--- src/include/core_consts.svh ---
// core constants for the register port, the address map and the stream crossbar
`ifndef CORE_CONSTS_SVH
`define CORE_CONSTS_SVH

////////////////////////////////////////////////////////////
// bus widths
////////////////////////////////////////////////////////////

`define CORE_REG_AWIDTH     14   // register address bits
`define CORE_REG_DWIDTH     32   // register data bits
`define CORE_DATA_WIDTH     64   // one stream beat

////////////////////////////////////////////////////////////
// crossbar sizing
////////////////////////////////////////////////////////////

// port order is eth0, eth1, dma, ce0
`define CORE_NUM_PORTS      4
`define CORE_ROUTE_ENTRIES  16   // indexed by the dest nibble

////////////////////////////////////////////////////////////
// register map
////////////////////////////////////////////////////////////

`define REG_GIT_HASH        'h0   // build hash, read only
`define REG_NUM_CE          'h4   // engine count, read only
`define REG_SCRATCH         'h8   // read/write, drives spi mux and cpld reset
`define REG_XBAR_BASE       'h10  // first routing row, one row per word

// power-up value of scratch selects spi mux 2 with cpld out of reset
`define SCRATCH_RESET       'h2

// build identity words
`define CORE_GIT_HASH       32'h5d0e_a93c
`define CORE_NUM_CE         1

`endif

--- src/logic/core_reg_pkg.sv ---
// register port types shared by the top level and the control block
`default_nettype none

`include "core_consts.svh"

package core_reg_pkg;

  ////////////////////////////////////////////////////////////
  // scalar words
  ////////////////////////////////////////////////////////////

  typedef logic [`CORE_REG_AWIDTH-1:0] reg_addr_t;  // byte address
  typedef logic [`CORE_REG_DWIDTH-1:0] reg_data_t;  // one register word

  ////////////////////////////////////////////////////////////
  // strobe bundles
  ////////////////////////////////////////////////////////////

  // write takes effect on the edge where wr_req is high
  typedef struct packed {
    logic      wr_req;  // one cycle per write
    reg_addr_t addr;
    reg_data_t data;
  } reg_wr_t;

  // read request, one cycle strobe
  typedef struct packed {
    logic      rd_req;
    reg_addr_t addr;
  } reg_rd_req_t;

  // answer comes one cycle after the strobe
  typedef struct packed {
    logic      resp;    // single cycle pulse
    reg_data_t data;    // valid with resp only
  } reg_rd_resp_t;

endpackage

`default_nettype wire

--- src/logic/core_stream_pkg.sv ---
// stream and routing types for the packet crossbar
`default_nettype none

`include "core_consts.svh"

package core_stream_pkg;

  ////////////////////////////////////////////////////////////
  // widths with a meaning
  ////////////////////////////////////////////////////////////

  typedef logic [`CORE_DATA_WIDTH-1:0] beat_data_t;  // one stream word

  // crossbar port number
  typedef logic [$clog2(`CORE_NUM_PORTS)-1:0] port_idx_t;

  // one bit per crossbar port, used for requests and grants
  typedef logic [`CORE_NUM_PORTS-1:0] port_mask_t;

  // low nibble of the dest field picks the routing row
  typedef logic [$clog2(`CORE_ROUTE_ENTRIES)-1:0] route_idx_t;

  // whole routing table, row k gives the output for dest nibble k
  typedef port_idx_t [`CORE_ROUTE_ENTRIES-1:0] route_table_t;

  ////////////////////////////////////////////////////////////
  // stream bundle
  ////////////////////////////////////////////////////////////

  // tready runs the other way so it is kept out
  typedef struct packed {
    logic       tvalid;
    logic       tlast;   // marks the final beat of a packet
    beat_data_t tdata;   // dest field sits in bits 15..0 of the header beat
  } stream_t;

  ////////////////////////////////////////////////////////////
  // input port FSM
  ////////////////////////////////////////////////////////////

  typedef enum logic {
    IDLE,     // waiting for a header beat
    ROUTED    // route latched, packet in flight
  } in_state_e;

endpackage

`default_nettype wire

--- src/logic/core_ctrl.sv ---
// global registers, crossbar routing table and the merged register read path
`default_nettype none

`include "core_consts.svh"

module core_ctrl
  import core_reg_pkg::*;
  import core_stream_pkg::*;
(
  input  logic         bus_clk,
  input  logic         bus_rst,
  input  reg_wr_t      i_reg_wr,        // write strobe, addr, data
  input  reg_rd_req_t  i_reg_rd,        // read strobe, addr
  output reg_rd_resp_t o_reg_rd_resp,   // one cycle after the strobe
  output route_table_t o_route_table,   // to every input port
  output logic [2:0]   o_spi_mux,
  output logic         o_cpld_reset
);

  localparam reg_addr_t XBAR_BASE = reg_addr_t'(`REG_XBAR_BASE);
  localparam reg_addr_t XBAR_SPAN = reg_addr_t'(4 * `CORE_ROUTE_ENTRIES);  // bytes

  reg_data_t    scratch_reg;
  route_table_t route_tbl;
  logic         rd_glob_hit;    // global register addressed
  reg_data_t    rd_glob_data;
  logic         rd_xbar_hit;    // routing row addressed
  reg_data_t    rd_xbar_data;
  logic         rd_resp_q;
  reg_data_t    rd_data_q;

  // true for an aligned word inside the routing window
  function automatic logic xbar_hit(input reg_addr_t addr);
    reg_addr_t off;
    off = addr - XBAR_BASE;
    return (addr >= XBAR_BASE) && (off < XBAR_SPAN) && (off[1:0] == 2'b00);
  endfunction

  // row number inside the window
  function automatic route_idx_t xbar_row(input reg_addr_t addr);
    reg_addr_t off;
    off = addr - XBAR_BASE;
    return route_idx_t'(off >> 2);
  endfunction

  ////////////////////////////////////////////////////////////
  // write side
  ////////////////////////////////////////////////////////////

  always_ff @(posedge bus_clk) begin
    if (bus_rst) begin
      scratch_reg <= reg_data_t'(`SCRATCH_RESET);
      for (int k = 0; k < `CORE_ROUTE_ENTRIES; k++) begin
        route_tbl[k] <= port_idx_t'(k % `CORE_NUM_PORTS);  // row k to port k mod 4
      end
    end else if (i_reg_wr.wr_req) begin
      if (i_reg_wr.addr == reg_addr_t'(`REG_SCRATCH)) begin
        scratch_reg <= i_reg_wr.data;
      end
      if (xbar_hit(i_reg_wr.addr)) begin
        route_tbl[xbar_row(i_reg_wr.addr)] <= i_reg_wr.data[$bits(port_idx_t)-1:0];  // low bits only
      end
    end
  end

  assign o_spi_mux     = scratch_reg[2:0];
  assign o_cpld_reset  = scratch_reg[3];
  assign o_route_table = route_tbl;

  ////////////////////////////////////////////////////////////
  // read decode and merge
  ////////////////////////////////////////////////////////////

  always_comb begin
    rd_glob_hit  = 1'b1;
    rd_glob_data = '0;
    case (i_reg_rd.addr)
      reg_addr_t'(`REG_GIT_HASH): rd_glob_data = reg_data_t'(`CORE_GIT_HASH);
      reg_addr_t'(`REG_NUM_CE):   rd_glob_data = reg_data_t'(`CORE_NUM_CE);
      reg_addr_t'(`REG_SCRATCH):  rd_glob_data = scratch_reg;
      default:                    rd_glob_hit  = 1'b0;  // not a global word
    endcase
  end

  assign rd_xbar_hit  = xbar_hit(i_reg_rd.addr);
  assign rd_xbar_data = reg_data_t'(route_tbl[xbar_row(i_reg_rd.addr)]);  // zero extended

  // unknown address gives no pulse at all
  always_ff @(posedge bus_clk) begin
    if (bus_rst) begin
      rd_resp_q <= 1'b0;
    end else begin
      rd_resp_q <= i_reg_rd.rd_req && (rd_glob_hit || rd_xbar_hit);
    end
  end

  // windows never overlap so the OR merge is safe
  always_ff @(posedge bus_clk) begin
    if (i_reg_rd.rd_req) begin
      rd_data_q <= (rd_glob_hit ? rd_glob_data : '0) | (rd_xbar_hit ? rd_xbar_data : '0);
    end
  end

  assign o_reg_rd_resp.resp = rd_resp_q;
  assign o_reg_rd_resp.data = rd_data_q;

  // response pulse lasts one cycle
  a_resp_single : assert property (@(posedge bus_clk) disable iff (bus_rst)
    o_reg_rd_resp.resp |=> !o_reg_rd_resp.resp)
    else $error("read response held two cycles");

endmodule

`default_nettype wire

--- src/logic/xbar_in_port.sv ---
// crossbar input port that routes each packet by its header and holds the route
`default_nettype none

module xbar_in_port
  import core_stream_pkg::*;
(
  input  logic         bus_clk,
  input  logic         bus_rst,
  input  stream_t      i_stream,       // upstream beats
  output logic         o_tready,       // back to upstream
  input  route_table_t i_route_table,  // from core_ctrl
  output port_mask_t   o_req,          // one bit per output
  input  port_mask_t   i_grant,        // bit o set when output o grants us
  input  port_mask_t   i_out_ready     // tready of every output
);

  in_state_e  state;
  port_idx_t  route_q;     // output for the packet in flight
  route_idx_t hdr_idx;     // dest nibble of the current beat
  logic       pkt_done;    // tlast beat accepted

  ////////////////////////////////////////////////////////////
  // handshake
  ////////////////////////////////////////////////////////////

  // only the granting output can let a beat through
  assign o_tready = |(i_grant & i_out_ready);
  assign pkt_done = i_stream.tvalid && o_tready && i_stream.tlast;

  // header beat is held while idle so its dest field is still on the bus
  assign hdr_idx = i_stream.tdata[$bits(route_idx_t)-1:0];

  ////////////////////////////////////////////////////////////
  // route FSM
  ////////////////////////////////////////////////////////////

  always_ff @(posedge bus_clk) begin
    if (bus_rst) begin
      state <= IDLE;
    end else begin
      case (state)
        IDLE: begin
          if (i_stream.tvalid) begin
            state <= ROUTED;  // header seen
          end
        end
        ROUTED: begin
          if (pkt_done) begin
            state <= IDLE;    // free for the next header
          end
        end
        default: state <= IDLE;
      endcase
    end
  end

  // table lookup on the header beat
  always_ff @(posedge bus_clk) begin
    if (state == IDLE && i_stream.tvalid) begin
      route_q <= i_route_table[hdr_idx];
    end
  end

  // request stays up until tlast passes
  assign o_req = (state == ROUTED) ? (port_mask_t'(1) << route_q) : '0;

  ////////////////////////////////////////////////////////////
  // checks
  ////////////////////////////////////////////////////////////

  a_req_onehot : assert property (@(posedge bus_clk) disable iff (bus_rst)
    $onehot0(o_req))
    else $error("input port requests more than one output");

  // grant from the arbiters must track our own request
  a_grant_in_req : assert property (@(posedge bus_clk) disable iff (bus_rst)
    (i_grant & ~o_req) == '0)
    else $error("granted by an output that was not requested");

endmodule

`default_nettype wire

--- src/logic/xbar_out_arb.sv ---
// crossbar output port with round robin arbitration locked per packet
`default_nettype none

`include "core_consts.svh"

module xbar_out_arb
  import core_stream_pkg::*;
(
  input  logic                           bus_clk,
  input  logic                           bus_rst,
  input  port_mask_t                     i_req,       // bit p from input p
  input  stream_t [`CORE_NUM_PORTS-1:0]  i_streams,   // all inputs
  input  logic                           i_tready,    // downstream ready
  output stream_t                        o_stream,
  output port_mask_t                     o_grant      // bit p granted to input p
);

  localparam int NP = `CORE_NUM_PORTS;

  port_mask_t grant_q;    // zero when the output is free
  port_idx_t  last_q;     // last granted input, also the mux select
  logic       pick_vld;
  port_idx_t  pick_idx;   // next winner
  logic       pkt_done;   // tlast leaves the output

  ////////////////////////////////////////////////////////////
  // round robin pick
  ////////////////////////////////////////////////////////////

  // search starts just after the last winner and wraps
  always_comb begin : rr_pick
    port_idx_t cand;
    pick_vld = 1'b0;
    pick_idx = last_q;
    for (int i = 1; i <= NP; i++) begin
      cand = last_q + port_idx_t'(i);  // wraps at NP, last winner checked last
      if (!pick_vld && i_req[cand]) begin
        pick_vld = 1'b1;
        pick_idx = cand;
      end
    end
  end

  assign pkt_done = o_stream.tvalid && i_tready && o_stream.tlast;

  ////////////////////////////////////////////////////////////
  // grant and lock
  ////////////////////////////////////////////////////////////

  always_ff @(posedge bus_clk) begin
    if (bus_rst) begin
      grant_q <= '0;
      last_q  <= port_idx_t'(NP - 1);  // input 0 wins first
    end else if (grant_q == '0) begin
      if (pick_vld) begin
        grant_q <= port_mask_t'(1) << pick_idx;
        last_q  <= pick_idx;
      end
    end else if (pkt_done) begin
      grant_q <= '0;                   // unlock after the last beat
    end
  end

  assign o_grant = grant_q;

  // data path steered by the locked input
  assign o_stream = (grant_q != '0) ? i_streams[last_q] : '0;

  ////////////////////////////////////////////////////////////
  // checks
  ////////////////////////////////////////////////////////////

  a_grant_onehot : assert property (@(posedge bus_clk) disable iff (bus_rst)
    $onehot0(o_grant))
    else $error("output grants more than one input");

  // back-pressure reaches the held input so the beat cannot move
  a_hold_stable : assert property (@(posedge bus_clk) disable iff (bus_rst)
    (o_stream.tvalid && !i_tready) |=>
      (o_stream.tvalid && $stable(o_stream.tdata) && $stable(o_stream.tlast)))
    else $error("output beat changed under back-pressure");

endmodule

`default_nettype wire

--- src/logic/core_top.sv ---
// bus clock core with register port, routing control and a 4x4 packet crossbar
`default_nettype none

`include "core_consts.svh"

module core_top
  import core_reg_pkg::*;
  import core_stream_pkg::*;
(
  input  logic                           bus_clk,
  input  logic                           bus_rst,
  // register port
  input  reg_wr_t                        i_reg_wr,
  input  reg_rd_req_t                    i_reg_rd,
  output reg_rd_resp_t                   o_reg_rd_resp,
  // streams in, eth0 eth1 dma ce0
  input  stream_t [`CORE_NUM_PORTS-1:0]  i_streams,
  output port_mask_t                     o_in_tready,
  // streams out, same order
  output stream_t [`CORE_NUM_PORTS-1:0]  o_streams,
  input  port_mask_t                     i_out_tready,
  // board controls from scratch
  output logic [2:0]                     o_spi_mux,
  output logic                           o_cpld_reset
);

  localparam int NP = `CORE_NUM_PORTS;

  route_table_t            route_tbl;
  port_mask_t [NP-1:0]     in_req;     // [input][output]
  port_mask_t [NP-1:0]     arb_req;    // [output][input]
  port_mask_t [NP-1:0]     arb_grant;  // [output][input]
  port_mask_t [NP-1:0]     in_grant;   // [input][output]

  ////////////////////////////////////////////////////////////
  // registers and routing table
  ////////////////////////////////////////////////////////////

  core_ctrl i_core_ctrl (
    .bus_clk       (bus_clk),
    .bus_rst       (bus_rst),
    .i_reg_wr      (i_reg_wr),
    .i_reg_rd      (i_reg_rd),
    .o_reg_rd_resp (o_reg_rd_resp),
    .o_route_table (route_tbl),
    .o_spi_mux     (o_spi_mux),
    .o_cpld_reset  (o_cpld_reset)
  );

  ////////////////////////////////////////////////////////////
  // crossbar
  ////////////////////////////////////////////////////////////

  // request and grant matrices flip between input and output view
  for (genvar o = 0; o < NP; o++) begin : g_xpose_o
    for (genvar p = 0; p < NP; p++) begin : g_xpose_p
      assign arb_req[o][p]  = in_req[p][o];
      assign in_grant[p][o] = arb_grant[o][p];
    end
  end

  for (genvar p = 0; p < NP; p++) begin : g_in
    xbar_in_port i_xbar_in_port (
      .bus_clk       (bus_clk),
      .bus_rst       (bus_rst),
      .i_stream      (i_streams[p]),
      .o_tready      (o_in_tready[p]),
      .i_route_table (route_tbl),
      .o_req         (in_req[p]),
      .i_grant       (in_grant[p]),
      .i_out_ready   (i_out_tready)
    );
  end

  for (genvar o = 0; o < NP; o++) begin : g_out
    xbar_out_arb i_xbar_out_arb (
      .bus_clk   (bus_clk),
      .bus_rst   (bus_rst),
      .i_req     (arb_req[o]),
      .i_streams (i_streams),
      .i_tready  (i_out_tready[o]),
      .o_stream  (o_streams[o]),
      .o_grant   (arb_grant[o])
    );
  end

endmodule

`default_nettype wire

--- config.mk ---
export PLATFORM = sky130hd
export DESIGN_NAME = core_top
export DESIGN_NICKNAME = d
export VERILOG_FILES = /design/src/logic/core_reg_pkg.sv /design/src/logic/core_stream_pkg.sv /design/src/logic/core_ctrl.sv /design/src/logic/xbar_in_port.sv /design/src/logic/xbar_out_arb.sv /design/src/logic/core_top.sv
export VERILOG_INCLUDE_DIRS = /design/src /design/src/include
export SDC_FILE = /design/constraint.sdc
export NUM_CORES = 1
export LEC_CHECK = 0
export BUFFER_PORTS_ARGS = -buffer_cell sky130_fd_sc_hd__buf_2
export CAP_MARGIN = 10
export CORE_AREA = 3 3 244 246
export CTS_CLUSTER_SIZE = 25
export DETAILED_ROUTE_END_ITERATION = 12
export DIE_AREA = 0 0 247 249
export SLEW_MARGIN = 10
export SYNTH_ARGS = -nofsm -noshare
export SYNTH_HDL_FRONTEND = slang
export SYNTH_SLANG_ARGS = --single-unit
--- constraint.sdc ---
create_clock -name bus_clk -period 1.7 [get_ports bus_clk]
set_clock_uncertainty 0.05 [all_clocks]
set_input_delay 0.17 -clock bus_clk [delete_from_list [all_inputs] [get_ports bus_clk]]
set_output_delay 0.17 -clock bus_clk [all_outputs]
set_load 0.1 [all_outputs]
After elaboration in Yosys (flattened, before gate mapping)
Cells that the tools add are included.
{ "totals": {"output_inout_bits": 305, "inputBits": 332, "elab_cells": 302, "ff_bits": 133} }
{ "classes": {"bitwise_logic": 9, "mux": 121, "order_cmp": 27, "n_eq_ne": 7, "n_addsub": 14, "shift": 8, "n_reduce_logical": 81} }
{ "op_table": {"columns": ["op", "count"], "rows": [
  ["$bmux W66 S2", 4],
  ["$mux W66", 8],
  ["$pmux W32 S3", 1],
  ["$mux W4", 16],
  ["$lt A2 B3 Y1 const B", 16],
  ["$mux W2", 23],
  ["$mux W1", 41],
  ["$bmux W2 S4", 5],
  ["$logic_and A1 B1 Y1", 38],
  ["$bmux W1 S2", 16],
  ["$bwmux W32", 1],
  ["$mux W32", 1],
  ["$or A32 B32 Y32", 1],
  ["$shl A1 B2 Y4 const A", 8],
  ["$lt A4 B5 Y1 const B", 6],
  ["$eq A14 B4 Y1 const B", 2],
  ["$ge A14 B5 Y1 const B", 2],
  ["$lt A14 B7 Y1 const B", 2],
  ["$sub A14 B5 Y14 const B", 2],
  ["$reduce_and A2 Y1", 10],
  ["$add A2 B2 Y2 const B", 8],
  ["$and A4 B4 Y4", 4],
  ["$logic_not A4 Y1", 4],
  ["$reduce_bool A4 Y1", 4],
  ["other kinds (14)", 44]
]} }

Logic depth before layout (Yosys ltp)
Gate-level depths: netlist (run 1).
{ "logic_depth": {"word_depth": 17, "mapped_depth": 8, "depth_no_buf": 7} }

Cells and area by module
A second synthesis (run 1) with hierarchy kept.
{ "unflattened": {"cells_unflattened": 1311, "hier_area_um2": 15337.2} }
{ "by_module_without_submodules": {"columns": ["module", "seq_area_each_um2", "instances", "cells_per_inst", "area_per_inst_um2"], "rows": [
  ["xbar_out_arb", 120.1, 4, 190, 2383.5],
  ["core_ctrl", 2262.2, 1, 407, 4116.4],
  ["xbar_in_port", 80.1, 4, 36, 421.7]
]} }

Worst setup path after synthesis (run 1)
Ideal clock, no wire load.
{ "synth_timing": {"path_kind": "reg2reg", "from": "register g_out[3].i_xbar_out_arb.last_q[0]", "to": "register g_out[3].i_xbar_out_arb.grant_q[3]", "period_less_slack_ns": 2.827, "path_stages_with_launch": 7, "slack_ns": -1.127, "required_ns": 1.511, "n_path_buf": 1, "arrival_time_ns": 2.638, "setup_time_ns": 0.139, "cell_sequence": "dfxtp_1 > buf_2 > mux4_2 > nor2b_1 > a31oi_2 > nand2_1 > o21ai_0"} }
{ "synth_rtl": {"columns": ["item", "line_no", "text"], "rows": [
  ["from (decl)", "xbar_out_arb.sv:21", "port_idx_t last_q;"],
  ["from (signal assigned)", "xbar_out_arb.sv:53", "last_q <= port_idx_t'(NP - 1);"],
  ["from (signal assigned)", "xbar_out_arb.sv:57", "last_q <= pick_idx;"],
  ["to (signal assigned)", "xbar_out_arb.sv:56", "grant_q <= port_mask_t'(1) << pick_idx;"],
  ["to (decl)", "xbar_out_arb.sv:20", "port_mask_t grant_q;"]
]} }

==> results.cfg, run 1 <==
[sta]
rsz0062_at_grt = yes
max_slew_margin_pct = 65.3
max_slew.worst_pin.slew_ns = 0.524
tns_ns = -135.71
setup_violations = 288
drv_slew = 0
finalHoldViolCount = 0
fin_crit_sh_pct = 139
fmax_mhz = 425
hold_ws_ns = 0.0265
setup_slack_ns = -0.656
fin_crit_ns = 2.36

[synth]
avgSynthCellArea_um2 = 11.6
ys_types = 56
ys.flop_type = dfxtp_1
syn_nets = 1641
synth_seq_cells = 133
syn_area_um2 = 15100
ys_seq_area_share_pct = 20.3
yosysWarningCount = 0
synthCells = 1308
async_flop_share_pct = 0
synth_edf_count = 40

[global_route]
grt_antenna_before_repair = 18
grt_pass1_vias = 16600
grt-ovfl-total = 0
grt_pass1_wl_um = 121000
grt_use_total_pct = 26.9
grt_max_degree = 36

[run]
max_cap_violations = 0

[placement]
gp_congestion = 0.981
portBuffers = 636
place_area_um2 = 23300
dpl.hpwl_um = 66800

[power]
cellPowerDensity_nw_per_um2 = 1190
peakVddDrop_uv = 948
p_leak_nw = 12.2

[cts]
clockRootBuffer = clkbuf_16
clock_sinks = 133
cts.path.max_buffers = 2
cts_tree = built
numCtsBuffers = 17
path_clk_slew_ns = 0.07
htreeDepth = 4
clkLatencyLatePin_ns = 0.42

[cells_and_area]
drive_gt1_share_pct = 74.9
layout.nets = 2451
area_growth_pct = 91.2
postLayoutCellArea_um2 = 28900
post-route-util_pct = 50.2

[floorplanning]
core_area_um2 = 57600
fp.dieArea_um2 = 61500
boundaryPins = 637
die_h_um = 249
floorplan.initialDensity_pct = 26.2
row_count = 88
die_x_um = 247

[run_status]
violations = setup timing
status = finished with violations

[critical_path]
critPathLaunchType = flip-flop
crit_top_cell = buf_12
arrival_ns = 2.14
crit_required_ns = 1.48
crit_path_max_incr_delay_ns = 0.62
crit_path_max_fanout = 12
crit_slowest_cell = mux4_2
critical_path_class = flip-flop to output pin
end_kind = output pin
worstPathCellList = buf_12, buf_12, mux4_2, nor2b_4, buf_12

[route]
final_antenna_net_count = 0
vias_per_cell = 5.60
vias = 16300
drt_iter0_drc = 1149
dr.pass1.iters = 7
post_drt_wl_per_cell_um = 30.5
route.detailed.drc = 0
routed_wl_um = 88700

[min_path]
hp-class = input port to flip-flop
## cell usage after synthesis (all sizes together), types with 2 or more instances
cell    number  area [um^2]
a21oi       58          290
a32o         2         20.0
nand4       13         87.6
o21ai       33          165
and3b        8         70.1
buf         86          497
mux4       312         7030
nor4         7         92.6
o211ai       4         30.0
nand3b       8         60.1
nand3       11         55.1
clkbuf      54          203
and2        15         93.8
o211a        3         30.0
mux2i       23          230
nor2b      275         1730
nand2      102          383
nor2        55          206
edfxtp      40         1200
a31o         2         17.5
inv         27          101
or3          2         12.5
a31oi        5         50.1
dfxtp       93         1860
a211oi       6         45.0
a21boi       2         15.0
nor3b        6         61.3
nand2b       5         31.3
and3         5         31.3
nor3         6         35.0
o41ai        5         81.3
a211o        7         61.3
a22oi       17          128
## cells in the final DEF, fill, tap and decap left out, types with 15 or more instances in the layout
cell type,instances
dlygate4sd3_1,30
o21ai_1,16
edfxtp_1,40
mux2i_1,23
buf_6,41
and2_1,15
inv_1,27
clkbuf_16,26
mux4_2,312
nand2_1,96
a21oi_1,55
buf_2,368
dfxtp_1,69
buf_4,156
nor2_1,53
nor2b_4,266
buf_12,305
## per-layer routing
metal,vias up,GRT usage (%),part of all wire [%],routed length [um]
met4,12,12.4,5.8,5190
met3,200,7.64,9.4,8300
met5,-,0,0.087,77
met2,985,46.5,50,44500
li1,6759,-,-,-
met1,8324,30.7,35,30700
## logic make-up after synthesis
group           count (synthesis)  synth area share, %
compound gates                149                 6.47
fa+ha+maj                       1               0.0828
buf+inv                       167                 5.30
flops                         133                 20.3
mux                           335                 48.0
simple gates                  523                 19.8
## through the flow
step	total power [mW]	setup WS [ns]	std cells
2_1_floorplan	20.1	-0.750	1308
5_1_grt	35.3	-0.685	2904
3_3_place_gp	25.9	-0.340	2753
4_1_cts	32.3	-0.665	2850
3_5_place_dp	26.0	-0.334	2753
6_report	34.5	-0.656	2907
## cell type report
cell class / count / area (um^2)
Clock buffer: 18 / 439
Clock inverter: 14 / 188
Fill cell: 4875 / 28700
Antenna cell: 11 / 27.5
Tap cell: 765 / 957
Inverter: 27 / 101
Sequential cell: 133 / 3120
Multi-Input combinational cell: 1008 / 13500
Timing Repair Buffer: 931 / 10500
## worst max-delay path: cells and delay by family, from the launching register on
| kind | cells | cell delay (ns) |
|---|---|---|
| simple gates | 1 | 0.18 |
| flops | 1 | 0.43 |
| buf+inv | 3 | 0.45 |
| mux | 1 | 0.62 |
## power breakdown
| part | switching (mW) | internal [mW] | leakage (nW) |
|---|---|---|---|
| logic | 16.7 | 10.3 | 10.7 |
| registers | 0.147 | 3.38 | 1.17 |
| clock network | 1.63 | 2.40 | 0.305 |
| total | 18.4 | 16.1 | 12.2 |
## path summary, 6_finish.rpt
check | from | slack [ns] | end | cells after the start
setup reg to reg | g_out[3].i_xbar_out_arb.last_q[0] | -0.39 | g_out[3].i_xbar_out_arb.o_grant[0] | 9
setup / recovery | g_out[0].i_xbar_out_arb.last_q[0] | -0.66 | o_streams[33] | 5
hold reg to reg | i_core_ctrl.scratch_reg[7] | 0.40 | i_core_ctrl.scratch_reg[7] | 2
hold / removal | i_reg_rd[14] | 0.03 | i_core_ctrl.rd_data_q[23] | 1
## what timing repair did
item                                    4_1_cts  5_1_grt
endpoints found under the setup margin      297      302
gates resized for setup                     513      529
buffers inserted                             28       46
hold buffers                                 30        0
cloned                                        7        8
hold endpoints to repair                     30        0
pin swaps                                     0       34
Note: power is estimated with default switching activity, not from simulation.
==> run 2: changes to the inputs <==
==> constraint.sdc (replaced) <==
create_clock -name bus_clk -period 2.89 [get_ports bus_clk]
set_clock_uncertainty 0.05 [all_clocks]
set_input_delay 0.289 -clock bus_clk [delete_from_list [all_inputs] [get_ports bus_clk]]
set_output_delay 0.289 -clock bus_clk [all_outputs]
set_load 0.005 [all_outputs]
==> run 2 against run 1 <==
The flow now finishes without violations. Total power is 73% lower. Design area is 32% lower. Final cell count is 8.4% lower. Sequential power is 36% lower. Sequential cell count stayed put. Core utilization is 16 points lower. Clock power is 46% lower. Wire length is 4.7% lower. Worst hold slack better by 0.024 ns. Critical path depth is 1 lower. Critical path type unchanged.
==> results.cfg, run 2 (synthesis gave the netlist of run 1 again) <==
[run_status]
status = finished clean

[sta]
fin_crit_ns = 2.83
drv_slew = 0
finalHoldViolCount = 0
tns_ns = 0
max_slew.worst_pin.slew_ns = 0.820
max_slew_margin_pct = 45.0
setup_violations = 0
fin_crit_sh_pct = 97.8
fmax_mhz = 354
rsz0062_at_grt = no

[cells_and_area]
final_common_cell = buf_2
fillers = 5892
layout.nets = 2203
mostFrequentLayoutCells = 636 x buf_2, 312 x mux4_2, 273 x nor2b_1
post-route-util_pct = 34.4
area_growth_pct = 30.9
drive_gt1_share_pct = 56.2
instances_no_fill = 2664

[critical_path]
crit_slowest_cell = dfxtp_4
crit_path_max_fanout = 38
critPathLaunchType = flip-flop
r2r-start = g_out[3].i_xbar_out_arb.last_q[1]
worstPathCellList = buf_4, mux4_2, nor2b_1, buf_2
end_kind = output pin
crit_path_max_incr_delay_ns = 0.77
arrival_ns = 2.49
crit_required_ns = 2.55
cp-startpoint = g_out[0].i_xbar_out_arb.last_q[1]
critical_path_class = flip-flop to output pin

[power]
power_frac_comb_pct = 52.7
cellPowerDensity_nw_per_um2 = 476
p_switching_mw = 3.94
clkPwrFrac_pct = 23.3
swShare_pct = 41.8
p_seq_share_pct = 24.0
p_int_mw = 5.48
peakVddDrop_uv = 354
p_leak_nw = 8.43

[cts]
cts_tree = built
ctsResizeCount = 0
ctsHoldBuffers = 0
clock_sinks = 133
clockRootBuffer = clkbuf_16
path_clk_slew_ns = 0.07
clkLatencyLatePin_ns = 0.42
postCtsSetupRepairBufs = 0
numCtsBuffers = 17
htreeDepth = 4
cts.path.max_buffers = 2

[global_route]
grt_antenna_before_repair = 29
grt-ovfl-total = 0
grt_max_degree = 67
grt_pass1_wl_um = 117000
grt_use_total_pct = 26.6
grt_pass1_vias = 15000

[placement]
dpl.hpwl_um = 68100
portBuffers = 636
gp_congestion = 1.11
dp_cells = 2616

[floorplanning]
row_count = 88
core_area_um2 = 57600
floorplan.initialDensity_pct = 26.2
boundaryPins = 637
die_h_um = 249
die_x_um = 247
fp.dieArea_um2 = 61500

[route]
route.detailed.drc = 0
post_drt_wl_per_cell_um = 31.7
dr.pass1.iters = 8
vias = 15200
final_antenna_net_count = 0
drt_iter0_drc = 1098
vias_per_cell = 5.71
routed_wl_um = 84600

[min_path]
hold_start = i_reg_wr[17]
hp-class = input port to flip-flop

[run]
max_cap_violations = 0
-- run 2: cell types whose count changed in the layout (fill, tap and decap cells not counted), moves of 14 or more --
| cell | previous run | this run |
|---|---|---|
| dfxtp_2 | 14 | 0 |
| buf_6 | 41 | 0 |
| dfxtp_1 | 69 | 85 |
| nor2b_4 | 266 | 1 |
| dlygate4sd3_1 | 30 | 0 |
| buf_2 | 368 | 636 |
| buf_4 | 156 | 32 |
| nor2b_1 | 9 | 273 |
| buf_12 | 305 | 15 |
| o21ai_0 | 14 | 30 |
-- run 2: worst max-delay path, delay by kind of cell, from the launching register on --
family	cells	cell delay, ns
buffers and inverters	2	0.59
DFF	1	0.77
muxes	1	0.27
and+or+nand+nor	1	0.37
-- run 2: metrics by stage --
stage          cell area (um^2)  hold WS, ns  setup slack (ns)  power, mW
2_1_floorplan             15100        0.351              1.04       4.66
3_3_place_gp              19100        0.384             0.510       7.23
3_5_place_dp              19100        0.390             0.549       7.22
4_1_cts                   19700       0.0326            0.0693       9.43
5_1_grt                   19800       0.0386            0.0203       9.80
6_report                  19800       0.0504            0.0646       9.42
-- run 2: area by class of cell --
class                   instances  area, um^2  area share [%]
multi-input cells            1008       11300            57.0
repair buffers                683        3720            18.8
flip-flops and latches        133        3090            15.6
well taps                     765         957            4.84
clock buffers                  18         439            2.22
clock inverters                14         161           0.816
inverters                      27         101           0.512
diodes                         16        40.0           0.202
-- run 2: layer usage --
| layer | track usage (%) | share of wire (%) | vias up |
|---|---|---|---|
| li1 | - | - | 6254 |
| met1 | 31.5 | 36 | 7756 |
| met2 | 42.9 | 47 | 1003 |
| met3 | 9.43 | 11 | 179 |
| met4 | 12.9 | 5.8 | 20 |
| met5 | 0 | 0.17 | - |
-- run 2: final timing paths --
path,to,slack (ns),cells after the start
worst max-delay path,o_streams[60],0.06,4
worst min register to register,i_core_ctrl.scratch_reg[22],0.40,2
worst min-delay path,i_core_ctrl.scratch_reg[17],0.05,3
worst max register to register,g_out[3].i_xbar_out_arb.last_q[0],0.59,6
-- run 2: power by group through the flow --
stage / Clock, mW / Sequential (mW) / Combinational (mW)
2_1_floorplan: 0 / 2.07 / 2.59
3_3_place_gp: 0 / 2.31 / 4.92
3_5_place_dp: 0 / 2.31 / 4.91
4_1_cts: 2.23 / 2.27 / 4.94
5_1_grt: 2.32 / 2.28 / 5.21
6_report: 2.19 / 2.26 / 4.97
